===== src/rtl/cache_line_pkg.sv =====
package cache_line_pkg;

	// Line address, byte offset already stripped by the cache
	localparam int LINE_ADDR_W = 16;

	// One full cache line, eight 16 bit words
	localparam int LINE_DATA_W = 128;

	typedef logic [LINE_ADDR_W-1:0] line_addr_t;	// Address of one line in memory
	typedef logic [LINE_DATA_W-1:0] line_data_t;	// Whole line payload

endpackage : cache_line_pkg


===== src/rtl/flow_pkg.sv =====
package flow_pkg;

	localparam int REQ_DEPTH = 4;		// Request queue entries, also sender credits after reset
	localparam int RESP_DEPTH = 4;		// Response queue entries
	localparam int RESP_CREDITS = 2;	// Consumer credits held after reset

	// Pointer widths, depths are powers of two so pointers wrap by themselves
	localparam int REQ_PTR_W = $clog2(REQ_DEPTH);
	localparam int RESP_PTR_W = $clog2(RESP_DEPTH);

	// Counter must hold the larger depth as well as zero
	localparam int CREDIT_W = $clog2((REQ_DEPTH > RESP_DEPTH) ? REQ_DEPTH : RESP_DEPTH) + 1;

	typedef logic [CREDIT_W-1:0] credit_cnt_t;	// Credit or occupancy count

endpackage : flow_pkg


===== src/rtl/request_queue.sv =====
`timescale 1ns/1ps

module request_queue
(
	input logic clk,
	input logic reset,
	input logic req_valid,
	input logic req_write,
	input cache_line_pkg::line_addr_t req_addr,
	input cache_line_pkg::line_data_t req_wdata,
	output logic req_credit,
	input logic resp_space,
	output logic ev_read,
	output logic ev_write,
	output cache_line_pkg::line_addr_t ev_addr,
	output cache_line_pkg::line_data_t ev_wdata,
	input logic ev_resp
);

	import cache_line_pkg::*;
	import flow_pkg::*;

	// Entry storage, payload only so no reset
	line_addr_t addr_mem [REQ_DEPTH];
	line_data_t data_mem [REQ_DEPTH];
	logic write_mem [REQ_DEPTH];	// 1 for a write (eviction), 0 for a line read

	logic [REQ_PTR_W-1:0] wr_ptr;	// Next free slot
	logic [REQ_PTR_W-1:0] rd_ptr;	// Head entry
	credit_cnt_t count;				// Entries held
	logic push;
	logic pop;
	logic head_valid;

	// Sender only sends while holding a credit, so there is always a free slot
	assign push = req_valid;
	assign head_valid = (count != '0);
	assign pop = ev_resp & head_valid;	// Eviction buffer finished the head

	// Head presented to the eviction buffer
	assign ev_write = head_valid & write_mem[rd_ptr];
	// A read waits until the response queue can take its data
	assign ev_read = head_valid & ~write_mem[rd_ptr] & resp_space;
	assign ev_addr = addr_mem[rd_ptr];
	assign ev_wdata = data_mem[rd_ptr];

	always_ff @(posedge clk)
	begin
		if (push)
		begin
			addr_mem[wr_ptr] <= req_addr;
			data_mem[wr_ptr] <= req_wdata;
			write_mem[wr_ptr] <= req_write;
		end
	end

	always_ff @(posedge clk)
	begin
		if (reset)
		begin
			wr_ptr <= '0;
			rd_ptr <= '0;
			count <= '0;
			req_credit <= 1'b0;
		end
		else
		begin
			if (push)
				wr_ptr <= wr_ptr + 1'b1;	// Wraps at REQ_DEPTH
			if (pop)
				rd_ptr <= rd_ptr + 1'b1;
			case ({push, pop})
				2'b10: count <= count + credit_cnt_t'(1);
				2'b01: count <= count - credit_cnt_t'(1);
				default: count <= count;	// Both or neither, level unchanged
			endcase
			// One credit back per retired entry, a cycle after ev_resp
			req_credit <= pop;
		end
	end

endmodule : request_queue


===== src/rtl/eviction_buffer.sv =====
`timescale 1ns/1ps

module eviction_buffer
(
	input logic clk,
	input logic reset,
	input logic ev_read,
	input logic ev_write,
	input cache_line_pkg::line_addr_t ev_addr,
	input cache_line_pkg::line_data_t ev_wdata,
	output logic ev_resp,
	output cache_line_pkg::line_data_t ev_rdata,
	output logic pmem_read,
	output logic pmem_write,
	output cache_line_pkg::line_addr_t pmem_addr,
	output cache_line_pkg::line_data_t pmem_wdata,
	input cache_line_pkg::line_data_t pmem_rdata,
	input logic pmem_resp
);

	import cache_line_pkg::*;

	typedef enum logic [1:0]
	{
		empty,			// Nothing parked
		delay,			// Line just parked, cache may still read it back
		full,			// Line parked and waiting for an idle request stream
		buffer_write	// Parked line being written back to memory
	} ev_state_t;

	ev_state_t state;
	ev_state_t next_state;

	line_addr_t buffer_addr;	// Address of the parked line
	line_data_t buffer_data;	// Parked line itself
	logic load_buffer;			// Capture ev_addr and ev_wdata
	logic wb_sel;				// Memory gets the parked line instead of the request
	logic read_sel;				// Read answered from the buffer instead of memory
	logic addr_match;

	assign addr_match = (buffer_addr == ev_addr);

	// Datapath muxes
	assign pmem_addr = wb_sel ? buffer_addr : ev_addr;
	assign pmem_wdata = wb_sel ? buffer_data : ev_wdata;
	assign ev_rdata = read_sel ? buffer_data : pmem_rdata;

	always_ff @(posedge clk)
	begin
		if (load_buffer)
		begin
			buffer_addr <= ev_addr;
			buffer_data <= ev_wdata;
		end
	end

	// Per state outputs
	always_comb
	begin
		load_buffer = 1'b0;
		pmem_read = 1'b0;
		pmem_write = 1'b0;
		ev_resp = 1'b0;
		wb_sel = 1'b0;
		read_sel = 1'b0;
		case (state)
			empty:
			begin
				if (ev_read)
				begin
					pmem_read = 1'b1;	// Nothing parked, go to memory
					ev_resp = pmem_resp;
				end
				else if (ev_write)
				begin
					load_buffer = 1'b1;	// Park the eviction, done at once
					ev_resp = 1'b1;
				end
			end
			delay:
			begin
				// Only a read of the parked line is served here, anything else waits for full
				if (ev_read && addr_match)
				begin
					read_sel = 1'b1;
					ev_resp = 1'b1;
				end
			end
			full:
			begin
				if (ev_read && addr_match)
				begin
					read_sel = 1'b1;	// Hit on parked line, no memory access
					ev_resp = 1'b1;
				end
				else if (ev_read)
				begin
					pmem_read = 1'b1;
					ev_resp = pmem_resp;
				end
				else if (ev_write && addr_match)
				begin
					// Newer copy of the parked line replaces it, the later writeback stays current
					load_buffer = 1'b1;
					ev_resp = 1'b1;
				end
				else if (ev_write)
				begin
					pmem_write = 1'b1;	// Other line, bypass straight to memory
					ev_resp = pmem_resp;
				end
			end
			buffer_write:
			begin
				pmem_write = 1'b1;		// Writeback of parked line, no request is answered
				wb_sel = 1'b1;
			end
			default:
			begin
				load_buffer = 1'b0;
			end
		endcase
	end

	always_comb
	begin
		next_state = state;
		case (state)
			empty:
				if (ev_write && !ev_read)
					next_state = delay;
			delay:
				next_state = full;		// Exactly one cycle
			full:
				if (!ev_read && !ev_write)
					next_state = buffer_write;	// Request stream idle, start writeback
			buffer_write:
				if (pmem_resp)
					next_state = empty;
			default:
				next_state = empty;
		endcase
	end

	always_ff @(posedge clk)
	begin
		if (reset)
			state <= empty;
		else
			state <= next_state;
	end

endmodule : eviction_buffer


===== src/rtl/response_queue.sv =====
`timescale 1ns/1ps

module response_queue
(
	input logic clk,
	input logic reset,
	input logic push,
	input cache_line_pkg::line_data_t push_data,
	output logic resp_space,
	output logic resp_valid,
	output cache_line_pkg::line_data_t resp_rdata,
	input logic resp_credit
);

	import cache_line_pkg::*;
	import flow_pkg::*;

	line_data_t data_mem [RESP_DEPTH];	// Read data waiting for the consumer

	logic [RESP_PTR_W-1:0] wr_ptr;
	logic [RESP_PTR_W-1:0] rd_ptr;
	credit_cnt_t count;		// Entries held
	credit_cnt_t credits;	// Consumer credits on hand
	logic pop;

	// Show the head only while the consumer has room for it
	assign pop = (count != '0) && (credits != '0);
	assign resp_valid = pop;
	assign resp_rdata = data_mem[rd_ptr];

	// Room if not full, or if the head leaves this cycle
	assign resp_space = (count != credit_cnt_t'(RESP_DEPTH)) || pop;

	always_ff @(posedge clk)
	begin
		if (push)
			data_mem[wr_ptr] <= push_data;
	end

	always_ff @(posedge clk)
	begin
		if (reset)
		begin
			wr_ptr <= '0;
			rd_ptr <= '0;
			count <= '0;
			credits <= credit_cnt_t'(RESP_CREDITS);	// Consumer grants a starting window
		end
		else
		begin
			if (push)
				wr_ptr <= wr_ptr + 1'b1;
			if (pop)
				rd_ptr <= rd_ptr + 1'b1;
			case ({push, pop})
				2'b10: count <= count + credit_cnt_t'(1);
				2'b01: count <= count - credit_cnt_t'(1);
				default: count <= count;
			endcase
			// Returned credit and spent credit can cancel in one cycle
			case ({resp_credit, pop})
				2'b10: credits <= credits + credit_cnt_t'(1);
				2'b01: credits <= credits - credit_cnt_t'(1);
				default: credits <= credits;
			endcase
		end
	end

endmodule : response_queue


===== src/rtl/writeback_path_top.sv =====
`timescale 1ns/1ps

module writeback_path_top
(
	input logic clk,
	input logic reset,
	// Upstream cache controller
	input logic req_valid,
	input logic req_write,
	input cache_line_pkg::line_addr_t req_addr,
	input cache_line_pkg::line_data_t req_wdata,
	output logic req_credit,
	// Consumer of read data
	output logic resp_valid,
	output cache_line_pkg::line_data_t resp_rdata,
	input logic resp_credit,
	// Physical memory
	output logic pmem_read,
	output logic pmem_write,
	output cache_line_pkg::line_addr_t pmem_addr,
	output cache_line_pkg::line_data_t pmem_wdata,
	input cache_line_pkg::line_data_t pmem_rdata,
	input logic pmem_resp
);

	import cache_line_pkg::*;

	logic ev_read;
	logic ev_write;
	line_addr_t ev_addr;
	line_data_t ev_wdata;
	logic ev_resp;
	line_data_t ev_rdata;
	logic resp_space;	// Response queue can take one more line
	logic resp_push;

	// Only a finished read carries data into the response queue
	assign resp_push = ev_resp & ev_read;

	request_queue request_queue_inst
	(
		.clk(clk),
		.reset(reset),
		.req_valid(req_valid),
		.req_write(req_write),
		.req_addr(req_addr),
		.req_wdata(req_wdata),
		.req_credit(req_credit),
		.resp_space(resp_space),
		.ev_read(ev_read),
		.ev_write(ev_write),
		.ev_addr(ev_addr),
		.ev_wdata(ev_wdata),
		.ev_resp(ev_resp)
	);

	eviction_buffer eviction_buffer_inst
	(
		.clk(clk),
		.reset(reset),
		.ev_read(ev_read),
		.ev_write(ev_write),
		.ev_addr(ev_addr),
		.ev_wdata(ev_wdata),
		.ev_resp(ev_resp),
		.ev_rdata(ev_rdata),
		.pmem_read(pmem_read),
		.pmem_write(pmem_write),
		.pmem_addr(pmem_addr),
		.pmem_wdata(pmem_wdata),
		.pmem_rdata(pmem_rdata),
		.pmem_resp(pmem_resp)
	);

	response_queue response_queue_inst
	(
		.clk(clk),
		.reset(reset),
		.push(resp_push),
		.push_data(ev_rdata),
		.resp_space(resp_space),
		.resp_valid(resp_valid),
		.resp_rdata(resp_rdata),
		.resp_credit(resp_credit)
	);

endmodule : writeback_path_top


===== config.mk =====
export PLATFORM = sky130hd
export DESIGN_NAME = writeback_path_top
export DESIGN_NICKNAME = d
export VERILOG_FILES = /design/src/rtl/cache_line_pkg.sv /design/src/rtl/flow_pkg.sv /design/src/rtl/request_queue.sv /design/src/rtl/eviction_buffer.sv /design/src/rtl/response_queue.sv /design/src/rtl/writeback_path_top.sv
export SDC_FILE = /design/constraint.sdc
export NUM_CORES = 1
export LEC_CHECK = 0
export ABC_AREA = 1
export BUFFER_PORTS_ARGS = -buffer_cell sky130_fd_sc_hd__buf_2
export CAP_MARGIN = 20
export CORE_AREA = 2 2 311 313
export CTS_CLUSTER_DIAMETER = 30
export CTS_CLUSTER_SIZE = 12
export DETAILED_ROUTE_END_ITERATION = 16
export DIE_AREA = 0 0 313 315
export MAX_ROUTING_LAYER = met4
export PLACE_DENSITY = 0.72
export SLEW_MARGIN = 20
export SYNTH_ARGS = -nofsm -noshare
export SYNTH_HDL_FRONTEND = slang
export SYNTH_SLANG_ARGS = --single-unit
export TNS_END_PERCENT = 30

===== constraint.sdc =====
create_clock -name clk -period 13.5 [get_ports clk]
set_clock_uncertainty 0.2 [all_clocks]
set_input_delay 2.7 -clock clk [delete_from_list [all_inputs] [get_ports clk]]
set_output_delay 2.7 -clock clk [all_outputs]
set_load 0.02 [all_outputs]

# Word level (Yosys, flattened, before mapping)
# Memories as Yosys holds them, arrays and structs flattened. A register that Yosys moved wholly into a read port is not among the register bits.
# Index checks and enable logic that the tools add are counted.
# totals
register_bits,164
ram_bits,1092
input_bits,278
output_inout_bits,276
elab_cells,106
mem_count,4
# memory_table
name,depth,width,read_ports,rd_ports_with_merged_regs,write_ports,line,rtl
request_queue_inst.data_mem,4,128,1,1,1,request_queue.sv:25,line_data_t data_mem [REQ_DEPTH];
response_queue_inst.data_mem,4,128,1,1,1,response_queue.sv:18,line_data_t data_mem [RESP_DEPTH];
request_queue_inst.addr_mem,4,16,1,1,1,request_queue.sv:24,line_addr_t addr_mem [REQ_DEPTH];
request_queue_inst.write_mem,4,1,1,1,1,request_queue.sv:26,logic write_mem [REQ_DEPTH];
# op_classes
addsub,10
n_eq_ne,14
mux,44
n_bitwise,6
n_reduce_logical,17
# op_table
cell,count
$mux 128,2
$mux 1,22
$mux 2,11
$pmux 3 s2,3
$eq 16x16->1,1
$mux 16,1
$eq 2x2->1 const B,5
$add 3x1->3 const B,3
$reduce_bool 3->1,3
$sub 3x1->3 const B,3
$add 2x1->2 const B,4
$eq 2x1->1 const B,4
$pmux 2 s4,1
$pmux 1 s2,3
$reduce_bool 2->1,3
$and 1x1->1,5
$logic_and 1x1->1,5
$ne 2x1->1 const B,2
$ne 3x3->1 const B,1
$pmux 1 s3,1
$reduce_and 3->1,1
$logic_not 1->1,2
$logic_not 2->1,1
$ne 2x2->1 const B,1
3 further kinds,3

# Depth between registers and ports, before layout
# Gate-level depths: netlist (run 1).
# logic_depth
depth_word,10
ltp_mapped,26
depth_no_buf,24

# Cells and area by module
# From an unflattened synthesis (run 1), not the netlist that was laid out.
# hier_totals
hier_cells,3811
area_unflattened_um2,50465.9
# modules_own_cells
mod,instances,cells_each,area_per_inst_um2,seq_area_each_um2
request_queue,1,1475,21827.2,17616.9
response_queue,1,1329,19970.4,15615.0
eviction_buffer,1,1005,8660.8,4364.2
writeback_path_top,1,2,7.5,0.0

# Least setup slack after synthesis (run 1)
# OpenSTA, ideal clock, no wires.
# synth_path
path_type,register to register
from,register (tool-made name)
to,"register eviction_buffer_inst.buffer_addr[0], enable pin"
setup_ns,0.858
arrival_time_ns,11.783
required_time_ns,12.442
slack_ns,0.659
path_stages_with_launch,13
n_path_buf,2
period_less_slack_ns,12.841
cell_sequence,dfxtp_1 -> buf_4 -> buf_4 -> nand2_1 -> nand3_1 -> nand2_1 -> nand2_1 -> nand2_1 -> nor2_1 -> nand2_1 -> nor2_1 -> nand2_1 -> o31ai_1
# synth_rtl
element,line,rtl
"end signal, assigned",eviction_buffer.sv:52,buffer_addr <= ev_addr;
"end, declared",eviction_buffer.sv:34,line_addr_t buffer_addr;

==> impl_metrics.yaml, run 1 <==
layout:
  area_growth_pct: 23.31
  fin_util_pct: 64.61
  layout-drive-gt1-share_pct: 24.34
  fillers: 6694
  nets: 4618
power_and_ir_drop:
  power_mw: 14.62
  peakVddDrop_mv: 0.1619
  powerDensity_nw_per_um2: 236.5
  p_leak_nw: 22.76
logic_synthesis:
  synthDistinctLibCells: 35
  netlist.area_leader.share_pct: 74.01
  ys.flop_type: "edfxtp_1"
  synth_top_area_cell: "edfxtp_1"
  ys_top_cells_by_count: "edfxtp_1, nand2_1, o21ai_0"
  synth.ff_latch_count: 1260
  netlist_area_um2: 50150
  yosys_warnings: 0
  synthMostInstantiatedCell: "edfxtp_1"
  yosys-top-cells-area: "edfxtp_1, o21ai_0, nand2_1"
  synth_nets: 4032
  synth_area_per_cell_um2: 13.42
  synth-edff-count: 1236
  synth-seq-area-share_pct: 74.97
  netlist_instances: 3737
  synth-async-reset-ratio_pct: 0
critical_path:
  cp_cell_sequence: "inv_4 > buf_4 > nand3_1 > nand2_1 > nand2_1 > nand2_1 > nand2_1 > nor2_1 > nand2_1 > nor2_2 > nor2_1 > nand2_1 > nand2_1 > buf_2"
  startpoint_type: "register"
  critPathCaptureType: "primary output"
  cp.required_ps: 10600
  crit_top_cell: "nand2_1"
  crit_arrival_ps: 4490
  cp_slowest_cell: "buf_4"
  max_stage_delay_ps: 820
  critical_path_class: "reg2out"
  cp_max_fo: 74
detailed_routing:
  drtIter0Drc: 3155
  routedWlPerCell_um: 22.74
  vias: 33170
  drcViolationCount: 0
  routed_wl_um: 132600
  viasPerCell: 5.687
  ant_nets: 0
  firstDrtPassIters: 6
floorplanning:
  fp-row-count: 114
  core_area_um2: 95710
  start_util_pct: 52.40
  die_x_um: 313
  die_area_um2: 98600
  ios: 554
  die_y_um: 315
clocking:
  cts-buffers-inserted: 221
  ctsRootBufferMaster: "clkbuf_16"
  post_cts_buffers: 0
  worstSkewPairLatency_ps: 800
  cts.sinks: 1260
  cts_max_level: 4
  path_clk_slew_ps: 50
  ctsHoldBuffers: 0
  cts_resized: 0
  clockBufferDepth: 3
  cts_tree: "built"
global_routing:
  grt_max_degree: 129
  antenna_found_initial: 37
  grt_pass1_wl_um: 193900
  grt_overflow: 0
  grt_usage_pct: 27.04
  grt_pass1_vias: 32340
hold_path:
  hold_path.class: "reg2reg"
sta:
  max_slew.worst_pin.slew_ps: 1096
  min_period_over_period_pct: 54.73
  fin_crit_ps: 7388
  final-max-slew-violation-count: 0
  setup_viol: 0
  rsz0062_at_grt: "no"
  fmaxAchievable_ghz: 0.1354
  setup_tns_ps: 0
  worst_slew_margin_rel_pct: 26.93
  finalHoldViolCount: 0
place:
  io_buffer_count: 553
  globalplace.congestion: 0.8600
  dp_hpwl_um: 76300
run:
  max_cap_violations: 0
status:
  run_status: "completed"
## stage by stage
step                std cells  worst slack, ps  hold slack [ps]  cell area (um2)
finish                   5833             6112            260.1            61840
CTS                      5795             6090            262.4            61740
global route             5828             5878            290.8            61830
floorplan                3737            659.4            236.3            50150
global placement         5376             7002            239.8            53820
detailed placement       5376             6956            258.7            53820
## cell type report
cell class	instances	area, um2	share of cell area (%)
clock buffer	250	5669	9.168
sequential	1260	37610	60.82
antenna	38	95.09	0.1538
multi-input combinational	2171	11220	18.14
clock inverter	169	2255	3.646
timing repair buffer	590	3058	4.945
tap	1276	1597	2.582
inverter	79	339.1	0.5483
## per-layer routing
metal	vias to the layer above	share of wire, %	track usage [%]
li1	14940	-	-
met1	16270	38	32.85
met3	342	8.1	5.730
met2	1622	49	42.90
met5	-	0	-
met4	0	4.7	14.09
## power breakdown
part | internal [mW] | switching (mW) | leakage, nW | total [mW]
Combinational | 0.992 | 2.78 | 7.50 | 3.77
Sequential | 4.86 | 0.229 | 11.5 | 5.09
Clock | 3.81 | 1.96 | 3.79 | 5.77
## sequential cells by signal (all words and copies together), names as in the netlist, named ones only
| signal | cells |
|---|---|
| request_queue_inst.addr_mem | 64 |
| response_queue_inst.rd_ptr | 2 |
| response_queue_inst.data_mem | 512 |
| request_queue_inst.data_mem | 512 |
| request_queue_inst.rd_ptr | 2 |
| response_queue_inst.credits | 3 |
| response_queue_inst.wr_ptr | 2 |
| eviction_buffer_inst.buffer_data | 128 |
| request_queue_inst.wr_ptr | 2 |
| eviction_buffer_inst.state | 2 |
| request_queue_inst.count | 3 |
| request_queue_inst.req_credit | 1 |
| eviction_buffer_inst.buffer_addr | 16 |
| request_queue_inst.write_mem | 4 |
| response_queue_inst.count | 3 |
## critical path, delay by kind of cell (launching register included)
family | cells | cell delay (ps)
simple gates | 11 | 1300
flops | 1 | 510
buf+inv | 3 | 1810
## placed cells by master (no fill, tap or decap), types with 3 or more instances in the layout
cell	instances
buf_4	36
o22ai_1	256
clkinv_1	22
nand2_1	575
dfxtp_1	20
diode_2	38
ha_1	13
mux2_2	12
clkbuf_16	221
inv_1	70
clkinv_4	16
bufinv_16	40
nand2_2	3
clkbuf_8	3
nor2_4	4
dfxtp_4	4
fa_1	3
nand3_1	71
nor2_1	538
mux2_1	16
inv_6	21
buf_2	553
mux2_4	100
inv_4	3
clkinv_16	8
clkinv_2	37
clkinvlp_4	25
clkbuf_1	26
edfxtp_1	1236
o21ai_0	543
clkinv_8	3
a21oi_1	20
## kinds of logic (layout without fill, tap and decap cells)
group                      count (synthesis)  count (layout)  share of synthesized area, %
AOI/OAI and AO/OA                        825             825                         8.902
and+or+nand+nor                         1201            1201                         9.251
buffers and inverters                    306            1088                         2.789
muxes                                    128             128                         3.623
other                                      0              38                             0
DFF                                     1260            1260                         74.97
adders and majority gates                 17              17                        0.4690
## worst paths after layout
path,start,to,slack [ps],depth (start not counted)
worst max register to register,register,response_queue_inst.data_mem[2][73],7140,17
worst max-delay path,register,pmem_write,6110,14
worst min-delay path,response_queue_inst.rd_ptr[1],register,260,2
worst min register to register,response_queue_inst.rd_ptr[1],register,260,2
Power figures use the tool's default switching activity.
==> inputs of run 2 (changes only) <==
--- a/config.mk
+++ b/config.mk
@@ -5,14 +5,14 @@
 export SDC_FILE = /design/constraint.sdc
 export NUM_CORES = 1
 export LEC_CHECK = 0
-export ABC_AREA = 1
+export ABC_AREA = 0
 export BUFFER_PORTS_ARGS = -buffer_cell sky130_fd_sc_hd__buf_2
 export CAP_MARGIN = 20
-export CORE_AREA = 2 2 311 313
+export CORE_AREA = 2 2 306 308
 export CTS_CLUSTER_DIAMETER = 30
 export CTS_CLUSTER_SIZE = 12
 export DETAILED_ROUTE_END_ITERATION = 16
-export DIE_AREA = 0 0 313 315
+export DIE_AREA = 0 0 308 310
 export MAX_ROUTING_LAYER = met4
 export PLACE_DENSITY = 0.72
 export SLEW_MARGIN = 20
==> constraint.sdc (replaced) <==
create_clock -name clk -period 6.4 [get_ports clk]
set_clock_uncertainty 0.2 [all_clocks]
set_input_delay 1.28 -clock clk [delete_from_list [all_inputs] [get_ports clk]]
set_output_delay 1.28 -clock clk [all_outputs]
set_load 0.02 [all_outputs]
==> impl_metrics.yaml, run 2 <==
sta:
  setup_tns_ps: 0
  hold_slack_ps: 300.8
  min_period_over_period_pct: 80.86
  final-max-slew-violation-count: 0
  setup_viol: 0
  finalHoldViolCount: 0
  max_slew.worst_pin.slew_ps: 1156
  fmaxAchievable_ghz: 0.1932
  fin_crit_ps: 5175
  worst_slew_margin_rel_pct: 22.97
  rsz0062_at_grt: "no"
status:
  run_status: "completed"
detailed_routing:
  vias: 25720
  drcViolationCount: 0
  routed_wl_um: 117600
  firstDrtPassIters: 5
  viasPerCell: 5.752
  routedWlPerCell_um: 26.30
  drtIter0Drc: 2324
  ant_nets: 0
critical_path:
  cp_slowest_cell: "buf_4"
  cp_max_fo: 37
  critical_path_class: "reg2out"
  r2r_cells: 8
  ff2ff_setup_slack_ps: 2030
  critPathCaptureType: "primary output"
  r2r_end: "response_queue_inst.data_mem[3][71]"
  cp.required_ps: 4920
  max_stage_delay_ps: 690
  cp_cell_sequence: "buf_4 > buf_4 > mux4_2 > nand2_1 > nand2_1 > buf_2"
  startpoint_type: "register"
  crit_arrival_ps: 3690
global_routing:
  grt_usage_pct: 25.37
  grt_pass1_vias: 26580
  grt_pass1_wl_um: 170500
  antenna_found_initial: 29
  grt_overflow: 0
  grt_max_degree: 92
power_and_ir_drop:
  p_int_mw: 19.54
  p_clk_share_pct: 41.5
  p_leak_nw: 21.10
  sw_frac_of_total_pct: 28.65
  power_mw: 27.39
  switchingPower_mw: 7.846
  powerDensity_nw_per_um2: 454.7
  peakVddDrop_mv: 0.2893
  pwr-share-comb_pct: 20.7
  power_frac_seq_pct: 37.8
logic_synthesis:
  yosys-top-cells-area: "edfxtp_1, mux4_2, nand2_1"
  netlist.area_leader.share_pct: 76.62
  ys_top_cells_by_count: "edfxtp_1, nand2_1, mux4_2"
  synth-edff-count: 1236
  ys.flop_type: "edfxtp_1"
  synthMostInstantiatedCell: "edfxtp_1"
  synth-seq-area-share_pct: 77.62
  yosys_warnings: 0
  synth_area_per_cell_um2: 20.47
  synth.ff_latch_count: 1260
  synth-async-reset-ratio_pct: 0
  netlist_instances: 2366
  synth_nets: 2661
  synth_top_area_cell: "edfxtp_1"
  synthDistinctLibCells: 47
  netlist_area_um2: 48440
clocking:
  cts-buffers-inserted: 211
  clockBufferDepth: 3
  cts_resized: 0
  worstSkewPairLatency_ps: 780
  ctsHoldBuffers: 0
  cts_tree: "built"
  ctsRootBufferMaster: "clkbuf_16"
  cts_max_level: 4
  path_clk_slew_ps: 50
  cts.sinks: 1260
  post_cts_buffers: 0
place:
  placed_cells: 4045
  dp_hpwl_um: 70630
  globalplace.congestion: 0.8192
  io_buffer_count: 553
floorplanning:
  fp-row-count: 112
  die_y_um: 310
  die_x_um: 308
  start_util_pct: 52.37
  die_area_um2: 95480
  core_area_um2: 92490
  ios: 554
hold_path:
  hold_path.class: "reg2reg"
  whs_path_depth: 2
  min_from: "request_queue_inst.rd_ptr[1]"
layout:
  top_regs: "request_queue_inst.data_mem: 512 flops, response_queue_inst.data_mem: 512 flops, eviction_buffer_inst.buffer_data: 128 flops"
  seqCellArea_um2: 37610
  final_cell_mix: "edfxtp_1, buf_2, nand2_1, mux4_2, clkbuf_16"
  fin_cells: 4471
  layout-drive-gt1-share_pct: 38.77
  multi_input_area_um2: 10330
  final_common_cell: "edfxtp_1"
  fillers: 6012
  nets: 3357
  area_growth_pct: 24.35
run:
  max_cap_violations: 0
[run 2: cell types whose count changed after synthesis, sizes merged, moves of 9 or more]
cell,change
mux4,+273
nor2,-525
clkbuf,-125
and2,+9
buf,+11
xnor2,+18
o21ai,-537
nand2,-136
inv,-61
o22ai,-255
nand3,-70
a21oi,-11
[run 2: worst max-delay path by stage]
stage,startpoint,to,cells after the start
3_3_place_gp,register,pmem_wdata[100],6
5_1_grt,register,pmem_wdata[53],6
3_5_place_dp,register,pmem_wdata[99],6
4_1_cts,register,pmem_wdata[100],6
6_report,register,pmem_wdata[100],6
2_1_floorplan,register,eviction_buffer_inst.buffer_addr[0],8
[run 2: cell type report]
cell class                 count  area share (%)
clock inverter               170           3.153
inverter                      18          0.1205
tap                         1197           2.486
timing repair buffer         596           5.525
multi-input combinational    975           17.15
clock buffer                 228           9.013
antenna                       27          0.1122
sequential                  1260           62.44
[run 2: power groups by stage]
| stage | logic [mW] | registers (mW) | clock network, mW |
|---|---|---|---|
| after floorplan | 3.73 | 10.4 | 0 |
| after global routing | 6.03 | 10.4 | 11.9 |
| after detailed placement | 5.67 | 10.5 | 0 |
| final | 5.67 | 10.4 | 11.4 |
| after CTS | 5.71 | 10.4 | 11.5 |
| after global placement | 5.57 | 10.5 | 0 |
[run 2: worst max-delay path: cells and delay by family, from the launching register on]
family,cells,cell delay (ps)
simple gates,2,200
buf+inv,3,1360
flops,1,630
mux,1,620
[run 2: kinds of logic after synthesis]
family / after synthesis / synth area share, %
compound gates: 30 / 0.4469
xor+xnor: 23 / 0.4159
fa+ha+maj: 17 / 0.4856
buf+inv: 131 / 1.168
flops: 1260 / 77.62
mux: 405 / 15.75
simple gates: 500 / 4.115
[run 2: metal layers]
| metal | global-route usage, % | up-vias | routed length, um | part of all wire, % |
|---|---|---|---|---|
| met4 | 9.109 | 0 | 3721 | 3.2 |
| li1 | - | 10970 | - | - |
| met1 | 30.83 | 13330 | 44500 | 38 |
| met2 | 40.67 | 1184 | 59360 | 50 |
| met5 | - | - | 0 | 0 |
| met3 | 7.601 | 240 | 10010 | 8.5 |
[run 2: metrics by stage]
step | setup slack, ps | area, um2 | utilization [%]
5_1_grt | 918.8 | 60230 | 65.12
2_1_floorplan | 37.31 | 48440 | -
3_3_place_gp | 1952 | 52820 | 57.11
3_5_place_dp | 1922 | 52820 | 57.11
4_1_cts | 1067 | 60150 | 65.03
6_report | 1225 | 60240 | 65.13
